===== config.mk =====
export PLATFORM = sky130hd
export DESIGN_NAME = controlUnit
export DESIGN_NICKNAME = d
export VERILOG_FILES = /design/src/common/rvCore_config.svh /design/src/common/rvPkg.sv /design/src/design/controlUnit.sv
export SDC_FILE = /design/constraint.sdc
export NUM_CORES = 1
export LEC_CHECK = 0
export ABC_AREA = 1
export BUFFER_PORTS_ARGS = -buffer_cell sky130_fd_sc_hd__buf_2
export CAP_MARGIN = 20
export CORE_AREA = 3 3 40 42
export DETAILED_ROUTE_END_ITERATION = 16
export DIE_AREA = 0 0 43 45
export PLACE_DENSITY_LB_ADDON = 0.2
export SYNTH_ARGS = -nofsm -noshare
export SYNTH_HDL_FRONTEND = slang
export SYNTH_SLANG_ARGS = --single-unit

===== constraint.sdc =====
create_clock -name vclk -period 0.8
set_clock_uncertainty 0.1 [all_clocks]
set_input_delay 0.04 -clock vclk [all_inputs]
set_output_delay 0.04 -clock vclk [all_outputs]
set_load 0.05 [all_outputs]

===== src/common/rvCore_config.svh =====
`ifndef RVCORE_CONFIG_SVH
`define RVCORE_CONFIG_SVH

// core sizing
`define RV_XLEN       32            // data and address width
`define RV_NUM_REGS   32            // architectural registers incl x0

// memories, counted in 32-bit words
`define RV_IMEM_DEPTH 64            // program words, indexed by pc[7:2]
`define RV_DMEM_DEPTH 64            // data words

// fetch starts here after arstN is released
`define RV_RESET_PC   32'h0000_0000

`endif


===== src/common/rvPkg.sv =====
package rvPkg;

    // major opcodes of the supported subset
    typedef enum logic [6:0] {
        OP_LOAD   = 7'b0000011,     // lw, lbu
        OP_IMM    = 7'b0010011,     // addi, slli
        OP_STORE  = 7'b0100011,     // sw, sb
        OP_REG    = 7'b0110011,     // add, sub
        OP_LUI    = 7'b0110111,
        OP_BRANCH = 7'b1100011,     // beq, bne
        OP_JALR   = 7'b1100111,
        OP_JAL    = 7'b1101111
    } opcodeT;

    typedef enum logic [1:0] {
        ALU_ADD   = 2'b00,
        ALU_SUB   = 2'b01,          // also the branch compare
        ALU_SLL   = 2'b10,
        ALU_PASSB = 2'b11           // lui just forwards the immediate
    } aluOpT;

    typedef enum logic [2:0] {
        IMM_I = 3'b000,
        IMM_S = 3'b001,
        IMM_B = 3'b010,
        IMM_J = 3'b011,
        IMM_U = 3'b100
    } immSrcT;

    typedef enum logic [1:0] {
        RES_ALU = 2'b00,
        RES_MEM = 2'b01,            // load data
        RES_PC4 = 2'b10             // link address for jal/jalr
    } resultSrcT;

    typedef struct packed {
        logic [6:0] funct7;         // bit 5 here is instr[30]
        logic [4:0] rs2;
        logic [4:0] rs1;
        logic [2:0] funct3;
        logic [4:0] rd;
        opcodeT     opcode;
    } rTypeT;

    typedef struct packed {
        logic [11:0] imm12;         // instr[31:20]
        logic [4:0]  rs1;
        logic [2:0]  funct3;
        logic [4:0]  rd;
        opcodeT      opcode;
    } iTypeT;

    typedef struct packed {
        logic [6:0] immHi;          // instr[31:25]
        logic [4:0] rs2;
        logic [4:0] rs1;
        logic [2:0] funct3;
        logic [4:0] immLo;          // instr[11:7]
        opcodeT     opcode;
    } sTypeT;

    // one fetched word, seen through whichever format the reader needs
    typedef union packed {
        rTypeT rType;
        iTypeT iType;
        sTypeT sType;
    } instrT;

endpackage


===== src/design/controlUnit.sv =====
`timescale 1ns/100ps

module controlUnit (
    input  rvPkg::instrT     instr,
    input  logic             zero,       // alu result was zero
    output logic             regWrite,
    output rvPkg::immSrcT    immSrc,
    output logic             aluSrc,     // 1 = immediate into alu b
    output rvPkg::aluOpT     aluOp,
    output logic             memWrite,
    output logic             byteEn,     // sb, store low byte only
    output logic             loadByte,   // lbu, read path returns one byte
    output rvPkg::resultSrcT resultSrc,
    output logic             pcSrc,      // take the computed target
    output logic             jalrSel     // target from alu, not pc+imm
);

    rvPkg::opcodeT opcode;
    logic [2:0]    funct3;
    logic          funct7b30;

    assign opcode    = instr.rType.opcode;
    assign funct3    = instr.rType.funct3;
    assign funct7b30 = instr.rType.funct7[5];   // instr[30], add vs sub

    always_comb
    begin
        // everything idle unless the opcode says otherwise
        regWrite  = 1'b0;
        immSrc    = rvPkg::IMM_I;
        aluSrc    = 1'b0;
        aluOp     = rvPkg::ALU_ADD;
        memWrite  = 1'b0;
        byteEn    = 1'b0;
        loadByte  = 1'b0;
        resultSrc = rvPkg::RES_ALU;
        pcSrc     = 1'b0;
        jalrSel   = 1'b0;

        case (opcode)
            rvPkg::OP_IMM:
                case (funct3)
                    3'b000:                                     // addi
                    begin
                        regWrite = 1'b1;
                        aluSrc   = 1'b1;
                    end
                    3'b001:                                     // slli
                        if (!funct7b30)
                        begin
                            regWrite = 1'b1;
                            aluSrc   = 1'b1;
                            aluOp    = rvPkg::ALU_SLL;
                        end
                    default: ;
                endcase
            rvPkg::OP_REG:
                case (funct3)
                    3'b000:                                     // add / sub
                    begin
                        regWrite = 1'b1;
                        aluOp    = funct7b30 ? rvPkg::ALU_SUB : rvPkg::ALU_ADD;
                    end
                    default: ;
                endcase
            rvPkg::OP_LOAD:
                case (funct3)
                    3'b010,                                     // lw
                    3'b100:                                     // lbu
                    begin
                        regWrite  = 1'b1;
                        aluSrc    = 1'b1;
                        resultSrc = rvPkg::RES_MEM;
                        loadByte  = funct3[2];  // lbu
                    end
                    default: ;
                endcase
            rvPkg::OP_STORE:
                case (funct3)
                    3'b010,                                     // sw
                    3'b000:                                     // sb
                    begin
                        memWrite = 1'b1;
                        aluSrc   = 1'b1;
                        immSrc   = rvPkg::IMM_S;
                        byteEn   = (funct3 == 3'b000);
                    end
                    default: ;
                endcase
            rvPkg::OP_BRANCH:
                case (funct3)
                    3'b000,                                     // beq
                    3'b001:                                     // bne
                    begin
                        immSrc = rvPkg::IMM_B;
                        aluOp  = rvPkg::ALU_SUB;    // rs1 - rs2, look at zero
                        pcSrc  = funct3[0] ? !zero : zero;
                    end
                    default: ;
                endcase
            rvPkg::OP_JAL:
            begin
                regWrite  = 1'b1;
                immSrc    = rvPkg::IMM_J;
                resultSrc = rvPkg::RES_PC4;
                pcSrc     = 1'b1;
            end
            rvPkg::OP_JALR:
                if (funct3 == 3'b000)
                begin
                    regWrite  = 1'b1;
                    aluSrc    = 1'b1;                   // rs1 + imm on the alu
                    resultSrc = rvPkg::RES_PC4;
                    pcSrc     = 1'b1;
                    jalrSel   = 1'b1;
                end
            rvPkg::OP_LUI:
            begin
                regWrite = 1'b1;
                immSrc   = rvPkg::IMM_U;
                aluSrc   = 1'b1;
                aluOp    = rvPkg::ALU_PASSB;
            end
            default: ;                                  // retired as a no-op
        endcase
    end

endmodule


==> results of run 1 <==
[kinds of logic after synthesis]
kind of cell,Yosys count
compound gates,4
buf+inv,14
simple gates,49
xor+xnor,1
[area by class of cell]
| cell class | count | share of cell area (%) |
|---|---|---|
| inverter | 14 | 9.42 |
| multi-input combinational | 54 | 47.9 |
| tap | 15 | 1.70 |
| timing repair buffer | 39 | 41.0 |
[path summary, 6_finish.rpt]
check | end | slack [ns] | start | cells after the start
worst max-delay path | pcSrc | -0.28 | instr[12] | 9
worst min-delay path | aluOp[1] | 0.44 | instr[30] | 5
[per-layer routing]
| metal | vias up | share of wire [%] | wire [µm] |
|---|---|---|---|
| met5 | - | 0 | 0 |
| met4 | 0 | 2.5 | 39 |
| met3 | 4 | 4.3 | 66 |
| met2 | 19 | 58 | 895 |
| met1 | 268 | 35 | 532 |
| li1 | 291 | - | - |
[metrics by stage]
step                      hold WS (ns)  utilization [%]  TNS [ns]  total power [mW]  setup slack (ns)
after detailed placement         0.497             59.2     -5.03             0.244            -0.474
after global placement           0.489             59.2     -4.92             0.240            -0.458
final                            0.439             85.8     -2.82             0.362            -0.284
after CTS                        0.418             78.5     -2.74             0.316            -0.325
after global routing             0.450             85.8     -3.43             0.385            -0.346
after floorplan                  0.153                -     -1.21             0.142            -0.288
[cells in the final DEF, fill, tap and decap left out]
master / netlist / final
inv_12: 0 / 1
nor2_4: 2 / 11
buf_12: 0 / 4
nand2_4: 1 / 12
o21ai_2: 1 / 1
o31ai_4: 0 / 1
nand2_1: 16 / 7
nand2_8: 0 / 1
inv_2: 8 / 3
inv_6: 0 / 2
buf_2: 0 / 3
buf_8: 0 / 9
nand3_1: 7 / 2
buf_4: 0 / 10
nor2_1: 11 / 4
inv_4: 0 / 4
clkinvlp_4: 0 / 3
xnor2_1: 1 / 1
o21ai_4: 0 / 1
nand2_2: 6 / 3
nand3_2: 1 / 2
nor3_4: 0 / 1
inv_8: 0 / 1
nor2_2: 3 / 1
nand3_4: 0 / 4
buf_6: 0 / 13
o21ai_1: 2 / 1
nand4_1: 1 / 1
[where the power goes]
part           leakage (nW)  internal [mW]  total (mW)  switching (mW)
sequential                0              0           0               0
clock                     0              0           0               0
combinational         0.533          0.169       0.362           0.193
[repair_timing]
item,in CTS,in global routing
gates cloned,0,0
hold endpoints to repair,0,0
setup buffers,1,3
setup endpoints to repair,14,14
pin swaps,17,16
resized for setup,67,20
==> flow_summary.toml, run 1 <==
[route]
drt-initial-drc-count = 2
wl_um = 1530
firstDrtPassIters = 3
wl_per_cell_um = 12.6
ant_nets = 0
vias = 582
routed_via_density = 4.77
drc_errors = 0

[synthesis]
synth_top_family_by_area = "simple AND/OR/NAND/NOR gates"
synthXorXnorAreaFrac_pct = 2.61
synthSimpleGateAreaFrac_pct = 73.9
post-synth-top-area-cell = "nand2_1"
ys_top_cells_by_count = "nand2_1, nor2_1, inv_2"
syn_inst = 68
synth_compound_area_share_pct = 7.84
yosysSeqAreaShare_pct = 0
syn_nets = 101
syn_area_per_cell_um2 = 4.93
synth.most_common_cell = "nand2_1"
synth.area.top_cells = "nand2_1, nor2_1, nand2_2, nand3_1, inv_2"
syn-cell-area_um2 = 335
synthAdderAreaFrac_pct = 0
yosysUniqueCellTypes = 16
synth_mux_area_share_pct = 0
yosys_warnings = 0
synth.top_cell.area_share_pct = 17.9

[global_routing]
antenna_found_initial = 0
gr-usage-met2_pct = 33.8
grt-busiest-layer = "met2"
grt_pass1_wl_um = 2300
grt_pass1_vias = 589
grt.total_usage_pct = 14.8
grt_max_degree = 6
grt_use_met1_pct = 15.2
met3_usage_pct = 0.398
grt_overflow = 0

[setup_path]
crit_top_cell = "nand2_4"
cp_max_fo = 4
path_cells = "buf_4 -> inv_6 -> nand2_4 -> nor2_4 -> nand3_4 -> nand2_4 -> inv_2 -> o21ai_4 -> buf_6"
crit_path_start_kind = "input port"
cp_slowest_cell = "buf_6"
worst_setup_path_end_kind = "output port"
crit_family = "simple AND/OR/NAND/NOR gates"
path_buf_inv = 4
max_stage_delay_ns = 0.17
cp.arrival_ns = 0.94
crit_type = "in -> out"
crit_required_ns = 0.66

[run_status]
failed_checks = "negative setup slack"
outcome = "finished, violations left"

[cells_and_area]
multi_input_area_um2 = 528
final_nets = 142
nClkBuffers = 0
synthToLayoutAreaGrowth_pct = 229
diodes = 0
seq_cell_count = 0
num-fill-cells = 68
drive_gt1_share_pct = 85.0
final_area_um2 = 1100
register_area_um2 = 0
fin_cells = 122

[floorplan]
die-area_um2 = 1940
ios = 47
die_y_um = 45
initial_core_util_pct = 26.1
die_w_um = 43
core_area_um2 = 1280
rows = 13

[place]
port_buffers = 26
routabilityCongestion = 0.775
postPlaceCellArea_um2 = 761
dp.final_hpwl_um = 991
place_inst = 119

[pwr]
cellPowerDensity_nw_per_um2 = 328
vdd_ir_drop_max_uv = 292
p_leak_nw = 0.533

[timing]
maxSlewHeadroom_pct = 80.3
worst_slew_pin_slew_ns = 0.294
setup_viol = 14
drv_slew = 0
fin_crit_sh_pct = 136
worst_slack_ns = -0.284
max_freq_mhz = 922
fin_crit_ns = 1.08
hold_viol_final = 0
rsz0062_at_grt = "yes"

[cts]
postCtsHoldBufs = 0

[worst_hold_path]
hold_path.class = "in -> out"

[run]
cap_violations = 0
(Power assumes the default switching activity.)
==> run 2, diff against run 1 <==
--- a/config.mk
+++ b/config.mk
@@ -12,6 +12,7 @@
 export DETAILED_ROUTE_END_ITERATION = 16
 export DIE_AREA = 0 0 43 45
 export PLACE_DENSITY_LB_ADDON = 0.2
+export SLEW_MARGIN = 20
 export SYNTH_ARGS = -nofsm -noshare
 export SYNTH_HDL_FRONTEND = slang
 export SYNTH_SLANG_ARGS = --single-unit
==> constraint.sdc (replaced) <==
create_clock -name vclk -period 0.8
set_clock_uncertainty 0.1 [all_clocks]
set_input_delay 0.12 -clock vclk [all_inputs]
set_output_delay 0.12 -clock vclk [all_outputs]
set_load 0.05 [all_outputs]
==> flow_summary.toml, run 2 (synthesis gave the netlist of run 1 again) <==
[route]
vias = 605
wl_per_cell_um = 13.9
dr_wl_met2_um = 945
wl_um = 1730
ant_nets = 0
top_layer = "met4"
routed_via_density = 4.88
firstDrtPassIters = 3
m1WireLength_um = 599
drc_errors = 0
route.met3.wl_um = 76
drt-initial-drc-count = 5

[pwr]
p_total_uw = 366
p_leak_nw = 0.535
cellPowerDensity_nw_per_um2 = 326
vdd_ir_drop_max_uv = 264

[place]
routabilityCongestion = 0.787
dp.final_hpwl_um = 1000
port_buffers = 26
place_inst = 122

[run_status]
failed_checks = "negative setup slack"
outcome = "finished, violations left"

[setup_path]
cp_max_fo = 4
crit_required_ns = 0.58
path_cells = "buf_12 -> inv_12 -> nand2_4 -> nor2_4 -> nand3_2 -> buf_6 -> o21ai_4 -> buf_6"
max_stage_delay_ns = 0.17
crit_type = "in -> out"
cp.arrival_ns = 1.05
cp_slowest_cell = "nor2_4"
crit_top_cell = "buf_6"
worst_setup_path_end_kind = "output port"
crit_path_start_kind = "input port"

[floorplan]
die_y_um = 45
die-area_um2 = 1940
core_area_um2 = 1280
initial_core_util_pct = 26.1
ios = 47
die_w_um = 43
rows = 13

[cells_and_area]
nClkBuffers = 0
num-fill-cells = 57
drive_gt1_share_pct = 89.9
final_nets = 144
final_cell_mix = "buf_4, nor2_4, buf_6"
register_area_um2 = 0
fin_cells = 124
final_common_cell = "buf_4"
diodes = 0
synthToLayoutAreaGrowth_pct = 234
seq_cell_count = 0

[global_routing]
antenna_found_initial = 0
grt_pass1_wl_um = 2500
grt_overflow = 0
grt_max_degree = 6
grt_pass1_vias = 607
grt.total_usage_pct = 16.4

[timing]
worst_slew_pin_slew_ns = 0.272
fin_crit_sh_pct = 159
max_freq_mhz = 788
rsz0062_at_grt = "yes"
worst_slack_ns = -0.468
maxSlewHeadroom_pct = 81.7
drv_slew = 0
fin_crit_ns = 1.27
fin_setup_tns_ns = -5.11
hold_viol_final = 0
setup_viol = 14

[cts]
postCtsHoldBufs = 0

[worst_hold_path]
hold_path.class = "in -> out"

[run]
cap_violations = 0
## run 2: metrics by stage
step / setup slack [ns] / hold slack (ns) / utilization (%) / instance area (µm²)
finish: -0.468 / 0.578 / 87.2 / 1120
global route: -0.527 / 0.598 / 87.2 / 1120
CTS: -0.472 / 0.568 / 79.9 / 1030
detailed placement: -0.633 / 0.646 / 63.6 / 817
global placement: -0.617 / 0.648 / 63.6 / 817
floorplan: -0.448 / 0.297 / - / 571
## run 2: area by class of cell
| cell class | instances | area (µm²) | share of cell area, % |
|---|---|---|---|
| Multi-Input combinational cell | 54 | 547 | 48.8 |
| Tap cell | 15 | 18.8 | 1.67 |
| Inverter | 14 | 114 | 10.2 |
| Timing Repair Buffer | 41 | 442 | 39.4 |
## run 2: repair_timing
action,4_1_cts,5_1_grt
endpoints found under the setup margin,14,14
pin swaps,16,15
buffers inserted,1,1
resized for setup,60,28
## run 2: where the power goes
part / internal (mW) / switching [mW]
Combinational: 0.168 / 0.198
Clock: 0 / 0
Sequential: 0 / 0
## run 2: critical path: cells and delay by family
family	cells	cell delay, ns
buffers and inverters	4	0.48
AOI/OAI and AO/OA	1	0.12
and+or+nand+nor	3	0.32
## run 2: metal layers
layer,up-vias,GRT usage [%]
met5,-,0
met4,0,4.82
met3,10,0.797
met2,26,35.0
li1,295,-
met1,274,16.9
## run 2: final timing paths
| kind | from | endpoint | cells after the start |
|---|---|---|---|
| worst max-delay path | instr[2] | pcSrc | 8 |
| worst min-delay path | instr[3] | aluOp[1] | 5 |
==> run 3, diff against run 2 <==
--- a/config.mk
+++ b/config.mk
@@ -11,7 +11,8 @@
 export CORE_AREA = 3 3 40 42
 export DETAILED_ROUTE_END_ITERATION = 16
 export DIE_AREA = 0 0 43 45
-export PLACE_DENSITY_LB_ADDON = 0.2
+export PLACE_DENSITY = 0.69
+export REMOVE_ABC_BUFFERS = 1
 export SLEW_MARGIN = 20
 export SYNTH_ARGS = -nofsm -noshare
 export SYNTH_HDL_FRONTEND = slang
==> flow_summary.toml, run 3 (synthesis gave the netlist of run 1 again) <==
[timing]
setup_viol = 14
fin_crit_sh_pct = 149
worst_hold_slack_ns = 0.554
hold_viol_final = 0
rsz0062_at_grt = "yes"
worst_slack_ns = -0.388
maxSlewHeadroom_pct = 82.5
drv_slew = 0
fin_crit_ns = 1.19
max_freq_mhz = 842
worst_slew_pin_slew_ns = 0.261

[cts]
postCtsHoldBufs = 0

[floorplan]
die_w_um = 43
rows = 13
ios = 47
initial_core_util_pct = 26.1
core_area_um2 = 1280
die_y_um = 45
die-area_um2 = 1940

[setup_path]
crit_required_ns = 0.58
crit_type = "in -> out"
cp.arrival_ns = 0.97
cp_slowest_cell = "buf_6"
max_stage_delay_ns = 0.15
worst_setup_path_end_kind = "output port"
crit_top_cell = "nand2_2"
cp_max_fo = 4
crit_path_start_kind = "input port"
path_cells = "buf_6 -> inv_2 -> nand2_2 -> nor2_4 -> nand2_2 -> nor2_4 -> nor2_1 -> nand2_2 -> buf_6"

[route]
vias = 550
ant_nets = 0
drc_errors = 0
firstDrtPassIters = 2
wl_per_cell_um = 12.7
routed_via_density = 4.82
drt-initial-drc-count = 1
wl_um = 1450

[place]
port_buffers = 26
dp.final_hpwl_um = 880
place_inst = 112
routabilityCongestion = 0.820
place_ws_ns = -0.494

[global_routing]
grt_overflow = 0
antenna_found_initial = 0
grt_max_degree = 6
grt.total_usage_pct = 12.9
grt_pass1_wl_um = 2040
grt_pass1_vias = 499

[pwr]
p_total_uw = 290
cellPowerDensity_nw_per_um2 = 342
pwr-share-seq_pct = 0
vdd_ir_drop_max_uv = 194
pwr-share-comb_pct = 100.0
sw_frac_of_total_pct = 55.8
internal_power_uw = 128
power.clock.fraction_pct = 0
p_leak_nw = 0.433
switchingPower_uw = 162

[cells_and_area]
seq_cell_count = 0
diodes = 0
final_cell_mix = "buf_6, nand2_2, nand2_1"
register_area_um2 = 0
drive_gt1_share_pct = 76.8
num-fill-cells = 103
synthToLayoutAreaGrowth_pct = 153
final_util_pct = 66.1
final_nets = 134
nClkBuffers = 0
multi_input_area_um2 = 408
fin_cells = 114
final_common_cell = "buf_6"

[run_status]
outcome = "finished, violations left"
failed_checks = "negative setup slack"

[run]
cap_violations = 0

[worst_hold_path]
hold_path.class = "in -> out"
==> run 3: cell count changes in the layout (fill, tap and decap cells not counted), moves of 3 or more <==
cell        before  now
nor2_1           3    6
buf_8           10    4
nand2_1          5    9
buf_6           11   14
clkinvlp_4       3    0
nand2_2          5    9
nor2_4          11    8
inv_2            3    8
buf_4           15    8
nand2_8          3    0
nand2_4         10    5
==> run 3: worst paths after layout <==
check / start / to / slack, ns / cells past startpoint
worst min-delay path: instr[14] / loadByte / 0.55 / 4
worst max-delay path: instr[2] / aluSrc / -0.39 / 9
==> run 3: final cells by class <==
cell class	instances	share of cell area (%)
well taps	15	2.21
repair buffers	31	39.2
inverters	14	10.6
multi-input cells	54	48.0
==> run 3: stage by stage <==
stage | instance area [µm²] | setup TNS (ns)
after CTS | 743 | -4.03
after detailed placement | 507 | -5.61
final | 850 | -4.43
after global routing | 850 | -5.15
after global placement | 507 | -5.67
after floorplan | 335 | -5.80
==> run 3: timing repair <==
item	in CTS	in global routing
endpoints found under the setup margin	14	14
setup buffers	0	2
pin swaps	10	7
gates resized for setup	70	25
hold endpoints to repair	0	0
cloned	0	0
==> run 3: layer usage <==
layer,track usage [%],up-vias,part of all wire [%]
met3,0.797,6,4.4
met2,26.0,20,55
met4,0,0,3.3
met1,16.0,252,37
met5,0,-,0
li1,-,272,-
==> run 3: power by group through the flow <==
stage	Clock [mW]	Combinational (mW)	Sequential (mW)
after floorplan	0	0.0930	0
after global placement	0	0.158	0
after detailed placement	0	0.161	0
after CTS	0	0.248	0
after global routing	0	0.306	0
final	0	0.290	0
==> run 3: critical path: cells and delay by family <==
family / cells / cell delay, ns
AND/OR/NAND/NOR: 6 / 0.53
buffers and inverters: 3 / 0.32
